===== src/riscv_pkg.sv =====
package riscv_pkg;

    // Datapath widths
    typedef logic [31:0] xlen_t;
    typedef logic [31:0] addr_t;
    typedef logic [31:0] inst_t;
    typedef logic [4:0]  reg_idx_t;
    // Word indices into the two memories
    typedef logic [9:0]  imem_idx_t;
    typedef logic [9:0]  dmem_idx_t;

    // ALU operations, pass-b serves lui
    typedef enum logic [3:0] {
        ALU_ADD,
        ALU_SUB,
        ALU_AND,
        ALU_OR,
        ALU_XOR,
        ALU_SLT,
        ALU_SLL,
        ALU_SRL,
        ALU_PASS_B
    } alu_op_t;

    // Major opcodes of the supported subset
    typedef enum logic [6:0] {
        OPC_OP     = 7'b0110011,
        OPC_OP_IMM = 7'b0010011,
        OPC_LUI    = 7'b0110111,
        OPC_BRANCH = 7'b1100011,
        OPC_LOAD   = 7'b0000011,
        OPC_STORE  = 7'b0100011,
        OPC_SYSTEM = 7'b1110011
    } opcode_t;

    // funct3 values
    localparam logic [2:0] F3_ADD_SUB = 3'b000;
    localparam logic [2:0] F3_SLL     = 3'b001;
    localparam logic [2:0] F3_SLT     = 3'b010;
    localparam logic [2:0] F3_XOR     = 3'b100;
    localparam logic [2:0] F3_SRL     = 3'b101;
    localparam logic [2:0] F3_OR      = 3'b110;
    localparam logic [2:0] F3_AND     = 3'b111;
    localparam logic [2:0] F3_BEQ     = 3'b000;
    localparam logic [2:0] F3_BNE     = 3'b001;
    localparam logic [2:0] F3_WORD    = 3'b010;
    localparam logic [2:0] F3_CSRRW   = 3'b001;

    localparam addr_t       RESET_PC   = 32'h0000_0000;
    // addi x0, x0, 0
    localparam inst_t       NOP_INST   = 32'h0000_0013;
    localparam logic [11:0] TOHOST_CSR = 12'h51E;
    localparam int          IMEM_WORDS = 1024;
    localparam int          DMEM_WORDS = 1024;

endpackage


===== src/reg_file.sv =====
`timescale 1ns/1ps

module reg_file import riscv_pkg::*; (
    input  logic     clk,
    input  logic     we,
    input  reg_idx_t ra1,
    input  reg_idx_t ra2,
    input  reg_idx_t wa,
    input  xlen_t    wd,
    output xlen_t    rd1,
    output xlen_t    rd2
);
    xlen_t regs [32];

    // x0 reads as zero whatever the array holds
    assign rd1 = (ra1 == '0) ? '0 : regs[ra1];
    assign rd2 = (ra2 == '0) ? '0 : regs[ra2];

    always_ff @(posedge clk) begin
        if (we && wa != '0) begin
            regs[wa] <= wd;
        end
    end

endmodule


===== config.mk =====
export PLATFORM = sky130hd
export DESIGN_NAME = reg_file
export DESIGN_NICKNAME = d
export VERILOG_FILES = /design/src/riscv_pkg.sv /design/src/reg_file.sv
export SDC_FILE = /design/constraint.sdc
export NUM_CORES = 1
export LEC_CHECK = 0
export ABC_AREA = 0
export BUFFER_PORTS_ARGS = -buffer_cell sky130_fd_sc_hd__buf_4
export CORE_MARGIN = 2
export CORE_UTILIZATION = 40
export CTS_CLUSTER_DIAMETER = 50
export CTS_CLUSTER_SIZE = 12
export DETAILED_ROUTE_END_ITERATION = 8
export PLACE_DENSITY_LB_ADDON = 0.25
export SKIP_CTS_REPAIR_TIMING = 1
export SYNTH_ARGS = -nofsm -noshare
export SYNTH_HDL_FRONTEND = slang
export SYNTH_SLANG_ARGS = --single-unit

===== constraint.sdc =====
create_clock -name clk -period 7.05 [get_ports clk]
set_clock_uncertainty 0.1 [all_clocks]
set_input_delay 1.0575 -clock clk [delete_from_list [all_inputs] [get_ports clk]]
set_output_delay 1.0575 -clock clk [all_outputs]
set_load 0.005 [all_outputs]

# Word-level counts from Yosys, hierarchy flattened
# Memory sizes are Yosys's and may differ from the RTL's.
# Index checks and enable logic that the tools add are counted.
[classes]
reduce_logical = 4
mux = 4
[op_table]
columns = ["cell", "count"]
rows = [
  ["32-bit two-way mux", 2],
  ["5-bit zero test", 2],
  ["5-bit nonzero test", 1],
  ["1-bit two-way mux", 2],
  ["1-bit logical AND", 1],
]
[totals]
ramBits = 1024
output_inout_bits = 64
input_bits = 49
regBits = 0
word_cells = 9
memories = 1
[memory_table]
columns = ["memory", "depth", "width", "rd", "rd_clocked_by_memory_dff", "write_ports", "line_no", "text"]
rows = [
  ["regs", 32, 32, 2, 0, 1, "reg_file.sv:13", "xlen_t regs [32];"],
]

# Depth between registers and ports, before layout
[logic_depth]
word_depth = 4
depth_mapped = 8

# Worst setup path after synthesis
# Ideal clock, no wire load.
[synth_timing]
kind = "input-to-output"
start = "in ra2[0]"
end = "out rd2[27]"
slack_ns = 3.396
required_time_ns = 5.892
arrival_time_ns = 2.497
path_stages = 6
cell_sequence = "buf_6 > buf_6 > buf_2 > mux4_2 > a221oi_1 > a211oi_1"
[synth_via]
elab_chain_len = 2
word_cells_on_any_way = 3
cone_classes = "mux (1); reduce/logical (1); memory (1)"
[synth_rtl]
columns = ["element", "line_no", "text"]
rows = [
  ["from (decl)", "reg_file.sv:7", "input reg_idx_t ra2,"],
  ["memory 32 x 32 bit / 5-bit zero test (equally long branches)", "n/a", ""],
  ["32-bit two-way mux (*)", "reg_file.sv:17", "assign rd2 = (ra2 == '0) ? '0 : regs[ra2];"],
  ["to (decl)", "reg_file.sv:11", "output xlen_t rd2"],
]
# Mark *: on every way between the ends. The rest lies on a longest branch, timed or not.

# Final worst setup path
[layout_timing]
start = "in ra1[0]"
end = "out rd1[14]"
[layout_via]
elab_chain_len = 2
word_cells_on_any_way = 3
cone_classes = "mux (1); reduce/logical (1); memory (1)"
[layout_rtl]
columns = ["element", "line_no", "text"]
rows = [
  ["from (decl)", "reg_file.sv:6", "input reg_idx_t ra1,"],
  ["memory 32 x 32 bit / 5-bit zero test (equally long branches)", "n/a", ""],
  ["32-bit two-way mux (*)", "reg_file.sv:16", "assign rd1 = (ra1 == '0) ? '0 : regs[ra1];"],
  ["to (decl)", "reg_file.sv:10", "output xlen_t rd1,"],
]
# Marked as above.

==> out/summary.txt <==
Status = completed
CORE AREA = 118000 sq um
Clk pwr share = 0.412
Post-route clock period utilization = 0.756
Root buffer cell = clkbuf_16
Starting DRT DRC Count = 3835
Layout cells sized above 1 = 0.299
PortBufs = 112
Final RePlAce weighted congestion = 0.851
Critical Path AT = 4.17 ns
First-pass GRT wire length = 218000 um
Global-route usage over all layers = 0.252
Power Dens Cells = 252 nW/um^2
# DRC = 0
Worst-case clock buffer depth = 3
Synth Instances = 2564
FILL cells = 9870
RSZ-0062 raised after global routing = false
Biggest area consumer among synthesized cells = edfxtp_1
Clock sinks = 1024
Biggest register = regs
Ys async rst share = 0
Worst setup path start = ra1[0]
Placement Rows = 126
Reg power frac = 0.499
Via density per instance = 6.54
Fmax = 188 MHz
H-tree depth = 3
Kind of critical path = primary input to output port
Seq cells post-synth = 1024
Fin. Hold Viols = 0
Initial antenna violation count = 5
Die span in x = 350 um
Max FFs per register = 1024
Final worst slack = 1.72 ns
GR Overflow Total = 0
Dpl cells = 4183
Worst-Margin Slew = 1.23 ns
Max_cap viols = 0
Startpoint types = primary input
Critical Path End Type = output port
Hold endpoint = regs[24][21]
Rel. slew slack = 0.179
Min Tclk post-route = 5.33 ns
Avg Cell Area, Syn = 18.7 sq um
Top-area cell type share of the netlist area = 0.642
Yosys cell types = 39
Nets = 2749
Post-Place Worst Slack = 1.77 ns
Antenna viol nets, final = 0
Largest registers = regs (1024)
Number of synthesized flops with an enable pin = 1024
TritonCTS Buffers = 115
Worst min path class = primary input to flop
Die Ht = 350 um
Comb power frac = 0.089
Final wirelength = 155000 um
Routed wire per std cell = 35.6 um
Lkg Pwr = 17.6 nW
Hold Path Stages = 1
Synthesized area = 47900 sq um
Switching share of total power = 0.233
Largest net degree at the start of global routing = 121
Hold Startpoint = wd[21]
CP max FO = 49
Starting density of the core = 0.405
Syn-to-layout area delta = 13.4%
Finished Layout Cells = 4371
Vias in the first global route = 29.3k
Register area share after synthesis = 0.642
Vias = 28.6k
Die area = 123000 sq um
Max Slew Vio Count = 0
Synth top cells by count = edfxtp_1, mux2i_1, mux4_2
Synth Flop Type = edfxtp_1
Setup TNS = 0 ns
Yosys warning total = 0
Peak supply drop = 179 uV
CTS tree = yes
Drt first pass iters = 7
Dominant cells by area after synthesis = edfxtp_1, mux4_2, mux2i_1
P_sw = 3.20 mW
I/O Pins = 113
CTS clk-pin slew, worst paths = 0.06 ns
Internal power = 10.5 mW
Final Setup Violations = 0
Required @ worst endpoint = 5.89 ns
Most common cell in the netlist = edfxtp_1
Tot Pwr = 13.7 mW
DP HPWL = 85500 um
-- placed cells by master, fill, tap and decap left out, types with 33 or more instances in the layout --
master and count:
a221oi_1 38, a22oi_1 64, clkbuf_16 117, a211oi_1 53, mux2_2 64, nand2_1 85, o221ai_1 64, o21ai_0 50
buf_4 189, edfxtp_1 1024, mux4_2 316, nor2_4 33, mux2i_1 320, mux4_1 36
-- power by group through the flow --
stage          Sequential (mW)  Clock, mW  Combinational [mW]
2_1_floorplan             6.94          0               0.707
3_3_place_gp              6.95          0                1.20
3_5_place_dp              6.96          0                1.21
4_1_cts                   6.83       5.70                1.22
5_1_grt                   6.84       5.93                1.28
6_report                  6.83       5.65                1.22
-- critical path: stages --
cell and delay [ns]:
buf_6 0.29, clkinv_2 0.14, buf_4 0.42, buf_4 0.78, mux2_2 0.30, o21ai_1 0.06, a311oi_1 0.76, buf_4 0.24
-- per-layer routing --
metal  routed length [um]  part of all wire  global-route usage  vias to the layer above
li1                     -                 -                   -                    11282
met1                61400              0.40               0.345                    15136
met2                72800              0.47               0.399                     1832
met3                15300             0.098              0.0484                      343
met4                 5910             0.038              0.0993                        4
met5                   22           0.00014                   0                        -
-- area by class of cell --
cell class | instances | area (sq um) | area share
timing repair buffer | 203 | 1660 | 0.0306
sequential | 1024 | 30700 | 0.566
inverter | 2 | 8.76 | 0.000161
multi-input combinational | 1354 | 16400 | 0.302
clock buffer | 129 | 2970 | 0.0547
antenna | 2 | 5.00 | 0.0000922
clock inverter | 57 | 504 | 0.00929
tap | 1600 | 2000 | 0.0369
-- stage by stage --
step	utilization	hold WS, ns	cell area, sq um
global route	0.459	0.668	54300
finish	0.459	0.669	54300
detailed placement	0.429	1.37	50800
CTS	0.459	0.631	54300
floorplan	-	1.06	48000
global placement	0.429	1.36	50800
-- how the worst max path moves through the flow --
stage,to,slack (ns),cells past startpoint
2_1_floorplan,rd2[27],3.40,6
3_3_place_gp,rd1[14],1.74,8
3_5_place_dp,rd1[14],1.77,8
4_1_cts,rd1[14],1.75,8
5_1_grt,rd1[14],1.68,8
6_report,rd1[14],1.72,8
-- logic make-up (layout without fill, tap and decap cells) --
logic type      Yosys count  in the layout  synth area share
simple gates            212            212            0.0218
compound gates          374            374            0.0615
other cells               1             34         0.0000783
buf+inv                 217            391            0.0244
flops                  1024           1024             0.642
mux                     736            736             0.250
Note: power is estimated with default switching activity, not from simulation.
