## src/riscv_pkg.sv

```systemverilog
package riscv_pkg;

    // Datapath widths
    typedef logic [31:0] xlen_t;
    typedef logic [31:0] addr_t;
    typedef logic [31:0] inst_t;
    typedef logic [4:0]  reg_idx_t;
    // Word indices into the two memories
    typedef logic [9:0]  imem_idx_t;
    typedef logic [9:0]  dmem_idx_t;

    // ALU operations, pass-b serves lui
    typedef enum logic [3:0] {
        ALU_ADD,
        ALU_SUB,
        ALU_AND,
        ALU_OR,
        ALU_XOR,
        ALU_SLT,
        ALU_SLL,
        ALU_SRL,
        ALU_PASS_B
    } alu_op_t;

    // Major opcodes of the supported subset
    typedef enum logic [6:0] {
        OPC_OP     = 7'b0110011,
        OPC_OP_IMM = 7'b0010011,
        OPC_LUI    = 7'b0110111,
        OPC_BRANCH = 7'b1100011,
        OPC_LOAD   = 7'b0000011,
        OPC_STORE  = 7'b0100011,
        OPC_SYSTEM = 7'b1110011
    } opcode_t;

    // funct3 values
    localparam logic [2:0] F3_ADD_SUB = 3'b000;
    localparam logic [2:0] F3_SLL     = 3'b001;
    localparam logic [2:0] F3_SLT     = 3'b010;
    localparam logic [2:0] F3_XOR     = 3'b100;
    localparam logic [2:0] F3_SRL     = 3'b101;
    localparam logic [2:0] F3_OR      = 3'b110;
    localparam logic [2:0] F3_AND     = 3'b111;
    localparam logic [2:0] F3_BEQ     = 3'b000;
    localparam logic [2:0] F3_BNE     = 3'b001;
    localparam logic [2:0] F3_WORD    = 3'b010;
    localparam logic [2:0] F3_CSRRW   = 3'b001;

    localparam addr_t       RESET_PC   = 32'h0000_0000;
    // addi x0, x0, 0
    localparam inst_t       NOP_INST   = 32'h0000_0013;
    localparam logic [11:0] TOHOST_CSR = 12'h51E;
    localparam int          IMEM_WORDS = 1024;
    localparam int          DMEM_WORDS = 1024;

endpackage

```

## src/inst_decoder.sv

```systemverilog
`timescale 1ns/1ps

module inst_decoder import riscv_pkg::*; (
    input  inst_t    inst,
    output xlen_t    imm,
    output reg_idx_t rs1,
    output reg_idx_t rs2,
    output reg_idx_t rd,
    output alu_op_t  alu_op,
    output logic     a_sel_pc,
    output logic     b_sel_imm,
    output logic     is_branch,
    output logic     branch_ne,
    output logic     is_load,
    output logic     is_store,
    output logic     is_csr,
    output logic     reg_wen
);
    opcode_t    opcode;
    logic [2:0] funct3;
    xlen_t      imm_i;
    xlen_t      imm_s;
    xlen_t      imm_b;
    xlen_t      imm_u;

    assign opcode = opcode_t'(inst[6:0]);
    assign funct3 = inst[14:12];
    // Register fields are passed through raw
    assign rs1 = inst[19:15];
    assign rs2 = inst[24:20];
    assign rd  = inst[11:7];

    // Immediate formats
    assign imm_i = {{20{inst[31]}}, inst[31:20]};
    assign imm_s = {{20{inst[31]}}, inst[31:25], inst[11:7]};
    assign imm_b = {{20{inst[31]}}, inst[7], inst[30:25], inst[11:8], 1'b0};
    assign imm_u = {inst[31:12], 12'b0};

    always_comb begin
        // Default is a bubble
        imm       = '0;
        alu_op    = ALU_ADD;
        a_sel_pc  = 1'b0;
        b_sel_imm = 1'b0;
        is_branch = 1'b0;
        branch_ne = 1'b0;
        is_load   = 1'b0;
        is_store  = 1'b0;
        is_csr    = 1'b0;
        reg_wen   = 1'b0;
        case (opcode)
            OPC_OP: begin
                reg_wen = 1'b1;
                case (funct3)
                    F3_ADD_SUB: alu_op = inst[30] ? ALU_SUB : ALU_ADD;
                    F3_AND:     alu_op = ALU_AND;
                    F3_OR:      alu_op = ALU_OR;
                    F3_XOR:     alu_op = ALU_XOR;
                    F3_SLT:     alu_op = ALU_SLT;
                    F3_SLL:     alu_op = ALU_SLL;
                    // sra is not supported
                    F3_SRL:     begin
                        alu_op  = ALU_SRL;
                        reg_wen = !inst[30];
                    end
                    default:    reg_wen = 1'b0;
                endcase
            end
            OPC_OP_IMM: begin
                imm       = imm_i;
                b_sel_imm = 1'b1;
                reg_wen   = 1'b1;
                case (funct3)
                    F3_ADD_SUB: alu_op = ALU_ADD;
                    F3_AND:     alu_op = ALU_AND;
                    F3_OR:      alu_op = ALU_OR;
                    F3_XOR:     alu_op = ALU_XOR;
                    F3_SLT:     alu_op = ALU_SLT;
                    // No immediate shifts
                    default:    reg_wen = 1'b0;
                endcase
            end
            OPC_LUI: begin
                imm       = imm_u;
                alu_op    = ALU_PASS_B;
                b_sel_imm = 1'b1;
                reg_wen   = 1'b1;
            end
            OPC_BRANCH: begin
                // ALU forms the target from PC and offset
                imm       = imm_b;
                a_sel_pc  = 1'b1;
                b_sel_imm = 1'b1;
                is_branch = (funct3 == F3_BEQ) || (funct3 == F3_BNE);
                branch_ne = (funct3 == F3_BNE);
            end
            OPC_LOAD: begin
                imm       = imm_i;
                b_sel_imm = 1'b1;
                is_load   = (funct3 == F3_WORD);
                reg_wen   = (funct3 == F3_WORD);
            end
            OPC_STORE: begin
                imm       = imm_s;
                b_sel_imm = 1'b1;
                is_store  = (funct3 == F3_WORD);
            end
            // csrrw only, CSR number checked in execute
            OPC_SYSTEM: is_csr = (funct3 == F3_CSRRW);
            default: ;
        endcase
    end

endmodule

```

## config.mk

```make
export PLATFORM = sky130hd
export DESIGN_NAME = inst_decoder
export DESIGN_NICKNAME = d
export VERILOG_FILES = /design/src/riscv_pkg.sv /design/src/inst_decoder.sv
export SDC_FILE = /design/constraint.sdc
export NUM_CORES = 1
export LEC_CHECK = 0
export ABC_CLOCK_PERIOD_IN_PS = 1900
export BUFFER_PORTS_ARGS = -buffer_cell sky130_fd_sc_hd__buf_4
export CORE_UTILIZATION = 34
export DETAILED_ROUTE_END_ITERATION = 7
export PLACE_DENSITY = 0.85
export SYNTH_ARGS = -nofsm -noshare
export SYNTH_HDL_FRONTEND = slang
export SYNTH_SLANG_ARGS = --single-unit
export TNS_END_PERCENT = 30
```

## constraint.sdc

```tcl
create_clock -name vclk -period 1.9
set_input_delay 0.19 -clock vclk [all_inputs]
set_output_delay 0.19 -clock vclk [all_outputs]
set_load 0.005 [all_outputs]
```

### Yosys cells after proc, flatten, opt, wreduce, memory -nomap -nowiden

Cells that the tools add are included.

| storage, ports and cells | value |
|---|---|
| register bits after elaboration | 0 |
| input bits | 32 |
| output and inout port bits | 59 |
| logic and storage cells | 35 |

| cells by class | value |
|---|---|
| equality and inequality tests | 13 |
| mux-type cells | 15 |
| reduce and logical (&&, ||, !) cells | 7 |

Operators with widths:

| kind | number |
|---|---|
| 32-bit case mux with 4 select lines | 1 |
| 7-bit by 6-bit equality test with 1-bit output, second input constant | 3 |
| 3-bit case mux with 7 select lines | 1 |
| 7-bit equality test, second input constant | 2 |
| 3-bit equality test, second input constant | 4 |
| 3-bit case mux with 4 select lines | 1 |
| 4-bit case mux with 3 select lines | 1 |
| 5-bit OR reduction | 2 |
| 1-bit two-way mux | 9 |
| 7-bit by 2-bit equality test with 1-bit output, second input constant | 1 |
| 7-bit by 5-bit equality test with 1-bit output, second input constant | 1 |
| 6-bit OR reduction | 1 |
| 1-bit case mux with 4 select lines | 1 |
| 3-bit by 1-bit equality test with 1-bit output, second input constant | 1 |
| 3-bit by 2-bit equality test with 1-bit output, second input constant | 1 |
| 3-bit logical NOT | 1 |
| 1-bit case mux with 2 select lines | 1 |
| 2-bit OR reduction | 1 |
| 1-bit logical NOT | 1 |
| 1-bit logical OR | 1 |

### Longest topological paths before layout

Gate-level depths: netlist of run 1.

| logic depth | value |
|---|---|
| depth after elaboration | 4 |
| mapped depth | 6 |
| gate-level depth less buffers | 3 |

### Worst setup path after synthesis of run 1

OpenSTA, ideal clock, no wires.

| path | value |
|---|---|
| kind | input to output |
| from | input inst[6] |
| to | output imm[15] |
| data arrival time | 1.126 ns |
| required time | 1.710 ns |
| path slack | 0.584 ns |
| cell stages on the path | 6 |
| path buffers | 3 |
| path through | buf_6 > and4bb_4 > and3_1 > buf_6 > buf_6 > a21o_1 |

| between the ends | value |
|---|---|
| cells in the longest elaborated chain, start to end | 3 |

RTL lines:

| item | line | RTL |
|---|---|---|
| from (decl) | inst_decoder.sv:4 | `input inst_t inst,` |
| 7-bit by 5-bit equality test with 1-bit output / 7-bit by 2-bit equality test with 1-bit output (equally long branches) | inst_decoder.sv:51 | `case (opcode)` |
| 2-bit OR reduction (no source line) | n/a |  |
| 32-bit case mux with 4 select lines * | inst_decoder.sv:51 |  |
| to (decl) | inst_decoder.sv:5 | `output xlen_t imm,` |

Mark *: on every way between the ends. The rest lies on a longest branch, timed or not.

### Worst setup path in the final report of run 1

| path | value |
|---|---|
| from | input inst[2] |
| to | output imm[14] |

The elaborated chain is that of the path after synthesis.

==> results of run 1 <==
-- worst paths after layout --
check / startpoint / depth (start not counted) / to
worst max-delay path: inst[2] / 6 / imm[14]
worst min-delay path: inst[18] / 2 / rs1[3]
-- cell type report --
class | count | area (µm²) | area share
timing repair buffer | 95 | 713.2 | 0.5312
multi-input combinational | 80 | 590.6 | 0.4399
inverter | 1 | 3.754 | 0.002796
tap | 28 | 35.03 | 0.02610
-- per-stage QoR --
| step | hold slack [ns] | setup slack (ns) | util |
|---|---|---|---|
| final | 0.5589 | 0.2794 | 0.6011 |
| after global placement | 0.5573 | 0.3665 | 0.6011 |
| after floorplan | 0.4608 | 0.5838 | - |
| after global routing | 0.5627 | 0.2091 | 0.6011 |
| after CTS | 0.5601 | 0.3069 | 0.6011 |
| after detailed placement | 0.5602 | 0.3100 | 0.6011 |
-- logic make-up after synthesis --
| group | count (synthesis) |
|---|---|
| AO/OA/AOI/OAI | 31 |
| XOR/XNOR | 2 |
| multiplexers | 1 |
| buffers and inverters | 28 |
| AND/OR/NAND/NOR | 46 |
-- Yosys cell counts, types with 2 or more instances --
cell / count / area share
buf_6: 6 / 0.083
buf_4: 16 / 0.15
nor2b_1: 2 / 0.015
and2_1: 3 / 0.023
nand2b_1: 2 / 0.015
nand4_1: 2 / 0.015
nand4b_1: 2 / 0.021
buf_2: 3 / 0.018
nor2_1: 5 / 0.023
nand4bb_1: 2 / 0.028
nand2_1: 4 / 0.018
xor2_1: 2 / 0.021
a22o_1: 4 / 0.043
and3_1: 10 / 0.077
a21oi_1: 3 / 0.018
a21o_1: 19 / 0.17
nand3b_1: 3 / 0.028
nor3_1: 3 / 0.018
-- worst max-delay path: stages --
cell and delay (ns):
buf_4 0.13, and4bb_2 0.45, and3_1 0.22, buf_4 0.20, a21o_1 0.13, buf_4 0.11
-- power groups by stage --
stage	combinational, mW	clock [mW]	sequential [mW]
5_1_grt	0.186	0	0
2_1_floorplan	0.0920	0	0
4_1_cts	0.172	0	0
6_report	0.172	0	0
3_5_place_dp	0.171	0	0
3_3_place_gp	0.168	0	0
-- routing by layer --
metal	track usage	wire, µm	vias to the layer above
met5	0	0	-
li1	-	-	516
met2	0.3706	1353	71
met3	0.02083	287	0
met4	0.01852	0	0
met1	0.2316	1079	481
==> results.py, run 1 <==
metrics = {
    "sta": {
        "rsz0062_at_grt": "no",
        "period_needed_ns": 1.621,
        "fmax_mhz": 617.1,
        "period_share": 0.8529,
        "tns_ns": 0,
        "drv_slew": 0,
        "finalHoldViolations": 0,
        "setup_viol": 0,
        "slew_headroom": 0.7616,
        "worst_pin_slew_ns": 0.3560,
    },
    "layout": {
        "antenna_cells": 0,
        "final_common_cell": "buf_4",
        "nets": 210,
        "layout.cells.most_common_list": "buf_4, a21o_1, and3_1, nor2_1",
        "clock_buffers": 0,
        "fill_cells": 208,
        "drive_above_1_share": 0.5739,
        "layout.cells.non_filler": 204,
        "seq_area_um2": 0,
        "final_cell_area_um2": 1343,
        "numSequentialCells": 0,
        "area_growth_pct": 64.57,
    },
    "synthesis": {
        "synth_top_family_by_area": "simple AND/OR/NAND/NOR gates",
        "postSynthCellCount": 108,
        "synthAdderAreaFrac": 0,
        "synth_area_per_cell_um2": 7.554,
        "synthXorXnorAreaFrac": 0.02147,
        "ys_warn_count": 0,
        "yosysSeqAreaShare": 0,
        "synth_compound_area_frac": 0.2899,
        "syn-num-nets": 140,
        "synth_mux_area_frac": 0.02761,
        "synth_area_um2": 815.8,
        "synth.distinct_cells": 35,
        "yosys.area_share.simple": 0.3850,
    },
    "power_and_ir_drop": {
        "swShare": 0.4224,
        "p_clk_frac": 0,
        "p_leak_nw": 0.8657,
        "p_comb_frac": 1.000,
        "p_switching_uw": 72.73,
        "power_frac_seq": 0,
        "ir_drop_v": 0.00007385,
        "power_uw": 172.2,
        "internal_power_uw": 99.46,
        "pwr_density_cell_nw_per_um2": 128.3,
    },
    "placement": {
        "dpl.hpwl_mm": 2.157,
        "placed_cell_area_um2": 1343,
        "dp_cells": 204,
        "gp_congestion": 0.7804,
        "port_buffers": 91,
    },
    "die": {
        "die_area_um2": 2599,
        "io_pins": 91,
        "die_h_um": 50.99,
        "initial_core_util": 0.3653,
        "row_count": 17,
        "coreArea_um2": 2233,
        "die_w_um": 50.99,
    },
    "route": {
        "detail_route.wl_per_cell_um": 13.33,
        "wl_mm": 2.720,
        "vias_per_cell": 5.235,
        "drtIter0Drc": 13,
        "final_antenna_net_count": 0,
        "drc": 0,
        "via_count": 1068,
        "first_pass_iters": 4,
    },
    "status": {
        "outcome": "completed",
    },
    "setup_path": {
        "cp.arrival_ns": 1.43,
        "cp_max_fo": 14,
        "critPathKind": "input pin to output pin",
        "startpoint_type": "input pin",
        "crit_required_ns": 1.71,
        "cp-end-kind": "output pin",
    },
    "global_routing": {
        "grt_pass1_wl_mm": 4.071,
        "grt-ovfl-total": 0,
        "grt_usage": 0.1926,
        "grt_max_degree": 24,
        "antenna_found_initial": 0,
        "first_global_vias": 905,
    },
    "hold_path": {
        "hp-class": "input pin to output pin",
    },
    "clock_tree": {
        "post-cts-setup-buffers": 0,
        "hold_buffers": 0,
        "cts.repair.resized": 0,
    },
    "run": {
        "cap_violations": 0,
    },
}
(Power assumes the default switching activity.)
==> run 2: changes to the inputs <==
--- a/config.mk
+++ b/config.mk
@@ -7,6 +7,7 @@
 export LEC_CHECK = 0
 export ABC_CLOCK_PERIOD_IN_PS = 1900
 export BUFFER_PORTS_ARGS = -buffer_cell sky130_fd_sc_hd__buf_4
+export CORE_MARGIN = 10
 export CORE_UTILIZATION = 34
 export DETAILED_ROUTE_END_ITERATION = 7
 export PLACE_DENSITY = 0.85
==> results.py, run 2 (same netlist as run 1, synthesis figures left out) <==
metrics = {
    "layout": {
        "drive_above_1_share": 0.5739,
        "layout.cells.most_common_list": "buf_4, a21o_1, and3_1, nor2_1",
        "area_growth_pct": 64.57,
        "final_cell_area_um2": 1343,
        "seq_area_um2": 0,
        "clock_buffers": 0,
        "nets": 210,
        "final_common_cell": "buf_4",
        "antenna_cells": 0,
        "numSequentialCells": 0,
    },
    "status": {
        "outcome": "completed",
    },
    "setup_path": {
        "cp_cell_sequence": "buf_4, and4bb_2, and3_1, buf_4, a21o_1, buf_4",
        "critical_path_buf_inv_count": 3,
        "cp_slowest_cell": "and4bb_2",
        "startpoint_type": "input pin",
        "cp_slowest_stage_delay_ns": 0.44,
        "cp_max_fo": 14,
        "crit_required_ns": 1.71,
        "cp.arrival_ns": 1.40,
        "critPathKind": "input pin to output pin",
        "cp-end-kind": "output pin",
        "worst-path-stages": 6,
        "cp_common_cell": "buf_4",
        "critical_path.top_delay_family": "simple AND/OR/NAND/NOR gates",
    },
    "clock_tree": {
        "post-cts-setup-buffers": 0,
        "cts.repair.resized": 0,
        "hold_buffers": 0,
    },
    "die": {
        "initial_core_util": 0.3618,
        "die_area_um2": 4759,
        "die_h_um": 68.99,
        "row_count": 17,
        "io_pins": 91,
        "die_w_um": 68.99,
        "coreArea_um2": 2255,
    },
    "global_routing": {
        "grt_pass1_wl_mm": 5.306,
        "grt-ovfl-total": 0,
        "grt_max_degree": 24,
        "grt_usage": 0.1383,
        "first_global_vias": 1033,
        "antenna_found_initial": 0,
    },
    "hold_path": {
        "hp-class": "input pin to output pin",
        "min_path_cells": 2,
    },
    "sta": {
        "worst_pin_slew_ns": 0.3492,
        "rsz0062_at_grt": "no",
        "finalWorstSetupSlack_ns": 0.3089,
        "period_share": 0.8374,
        "tns_ns": 0,
        "finalHoldViolations": 0,
        "setup_viol": 0,
        "period_needed_ns": 1.591,
        "slew_headroom": 0.7662,
        "fmax_mhz": 628.5,
        "drv_slew": 0,
    },
    "route": {
        "drtIter0Drc": 47,
        "via_count": 1058,
        "detail_route.wl_per_cell_um": 18.20,
        "wl_mm": 3.713,
        "final_antenna_net_count": 0,
        "vias_per_cell": 5.186,
        "drc": 0,
        "first_pass_iters": 4,
    },
    "power_and_ir_drop": {
        "p_leak_nw": 0.8657,
        "ir_drop_v": 0.00009701,
        "pwr_density_cell_nw_per_um2": 131.7,
    },
    "run": {
        "cap_violations": 0,
    },
    "placement": {
        "dpl.hpwl_mm": 3.201,
        "placed_cell_area_um2": 1343,
        "dp_slack_ns": 0.3262,
        "port_buffers": 91,
        "gp_congestion": 0.8510,
    },
}
## run 2: cell counts in the layout (fill, tap and decap cells not counted)
Identical to the previous run, type by type.
## run 2: metrics by stage
| step | std cells | power, mW | hold WS, ns | util |
|---|---|---|---|---|
| final | 204 | 0.1769 | 0.5584 | 0.5955 |
| after floorplan | 108 | 0.09202 | 0.4608 | - |
| after CTS | 204 | 0.1778 | 0.5610 | 0.5955 |
| after detailed placement | 204 | 0.1772 | 0.5610 | 0.5955 |
| after global placement | 204 | 0.1708 | 0.5591 | 0.5955 |
| after global routing | 204 | 0.1919 | 0.5624 | 0.5955 |
## run 2: where the power goes
| part | switching, mW | internal (mW) |
|---|---|---|
| logic | 0.0771 | 0.0997 |
| clock network | 0 | 0 |
| registers | 0 | 0 |
| total | 0.0771 | 0.0997 |
## run 2: final timing paths
path / from / to / slack, ns
max: inst[2] / imm[28] / 0.31
min: inst[18] / rs1[3] / 0.56
## run 2: routing by layer
layer,part of all wire,track usage,routed length (µm),up-vias
met2,0.52,0.2831,1934,56
li1,-,-,-,515
met4,0,0,0,0
met5,0,0,0,-
met3,0.16,0.05314,576,0
met1,0.32,0.1331,1202,487
## run 2: area by class of cell
class	count	area, µm²
fillers	221	912.1
inverters	1	3.754
multi-input cells	80	590.6
well taps	28	35.03
repair buffers	95	713.2
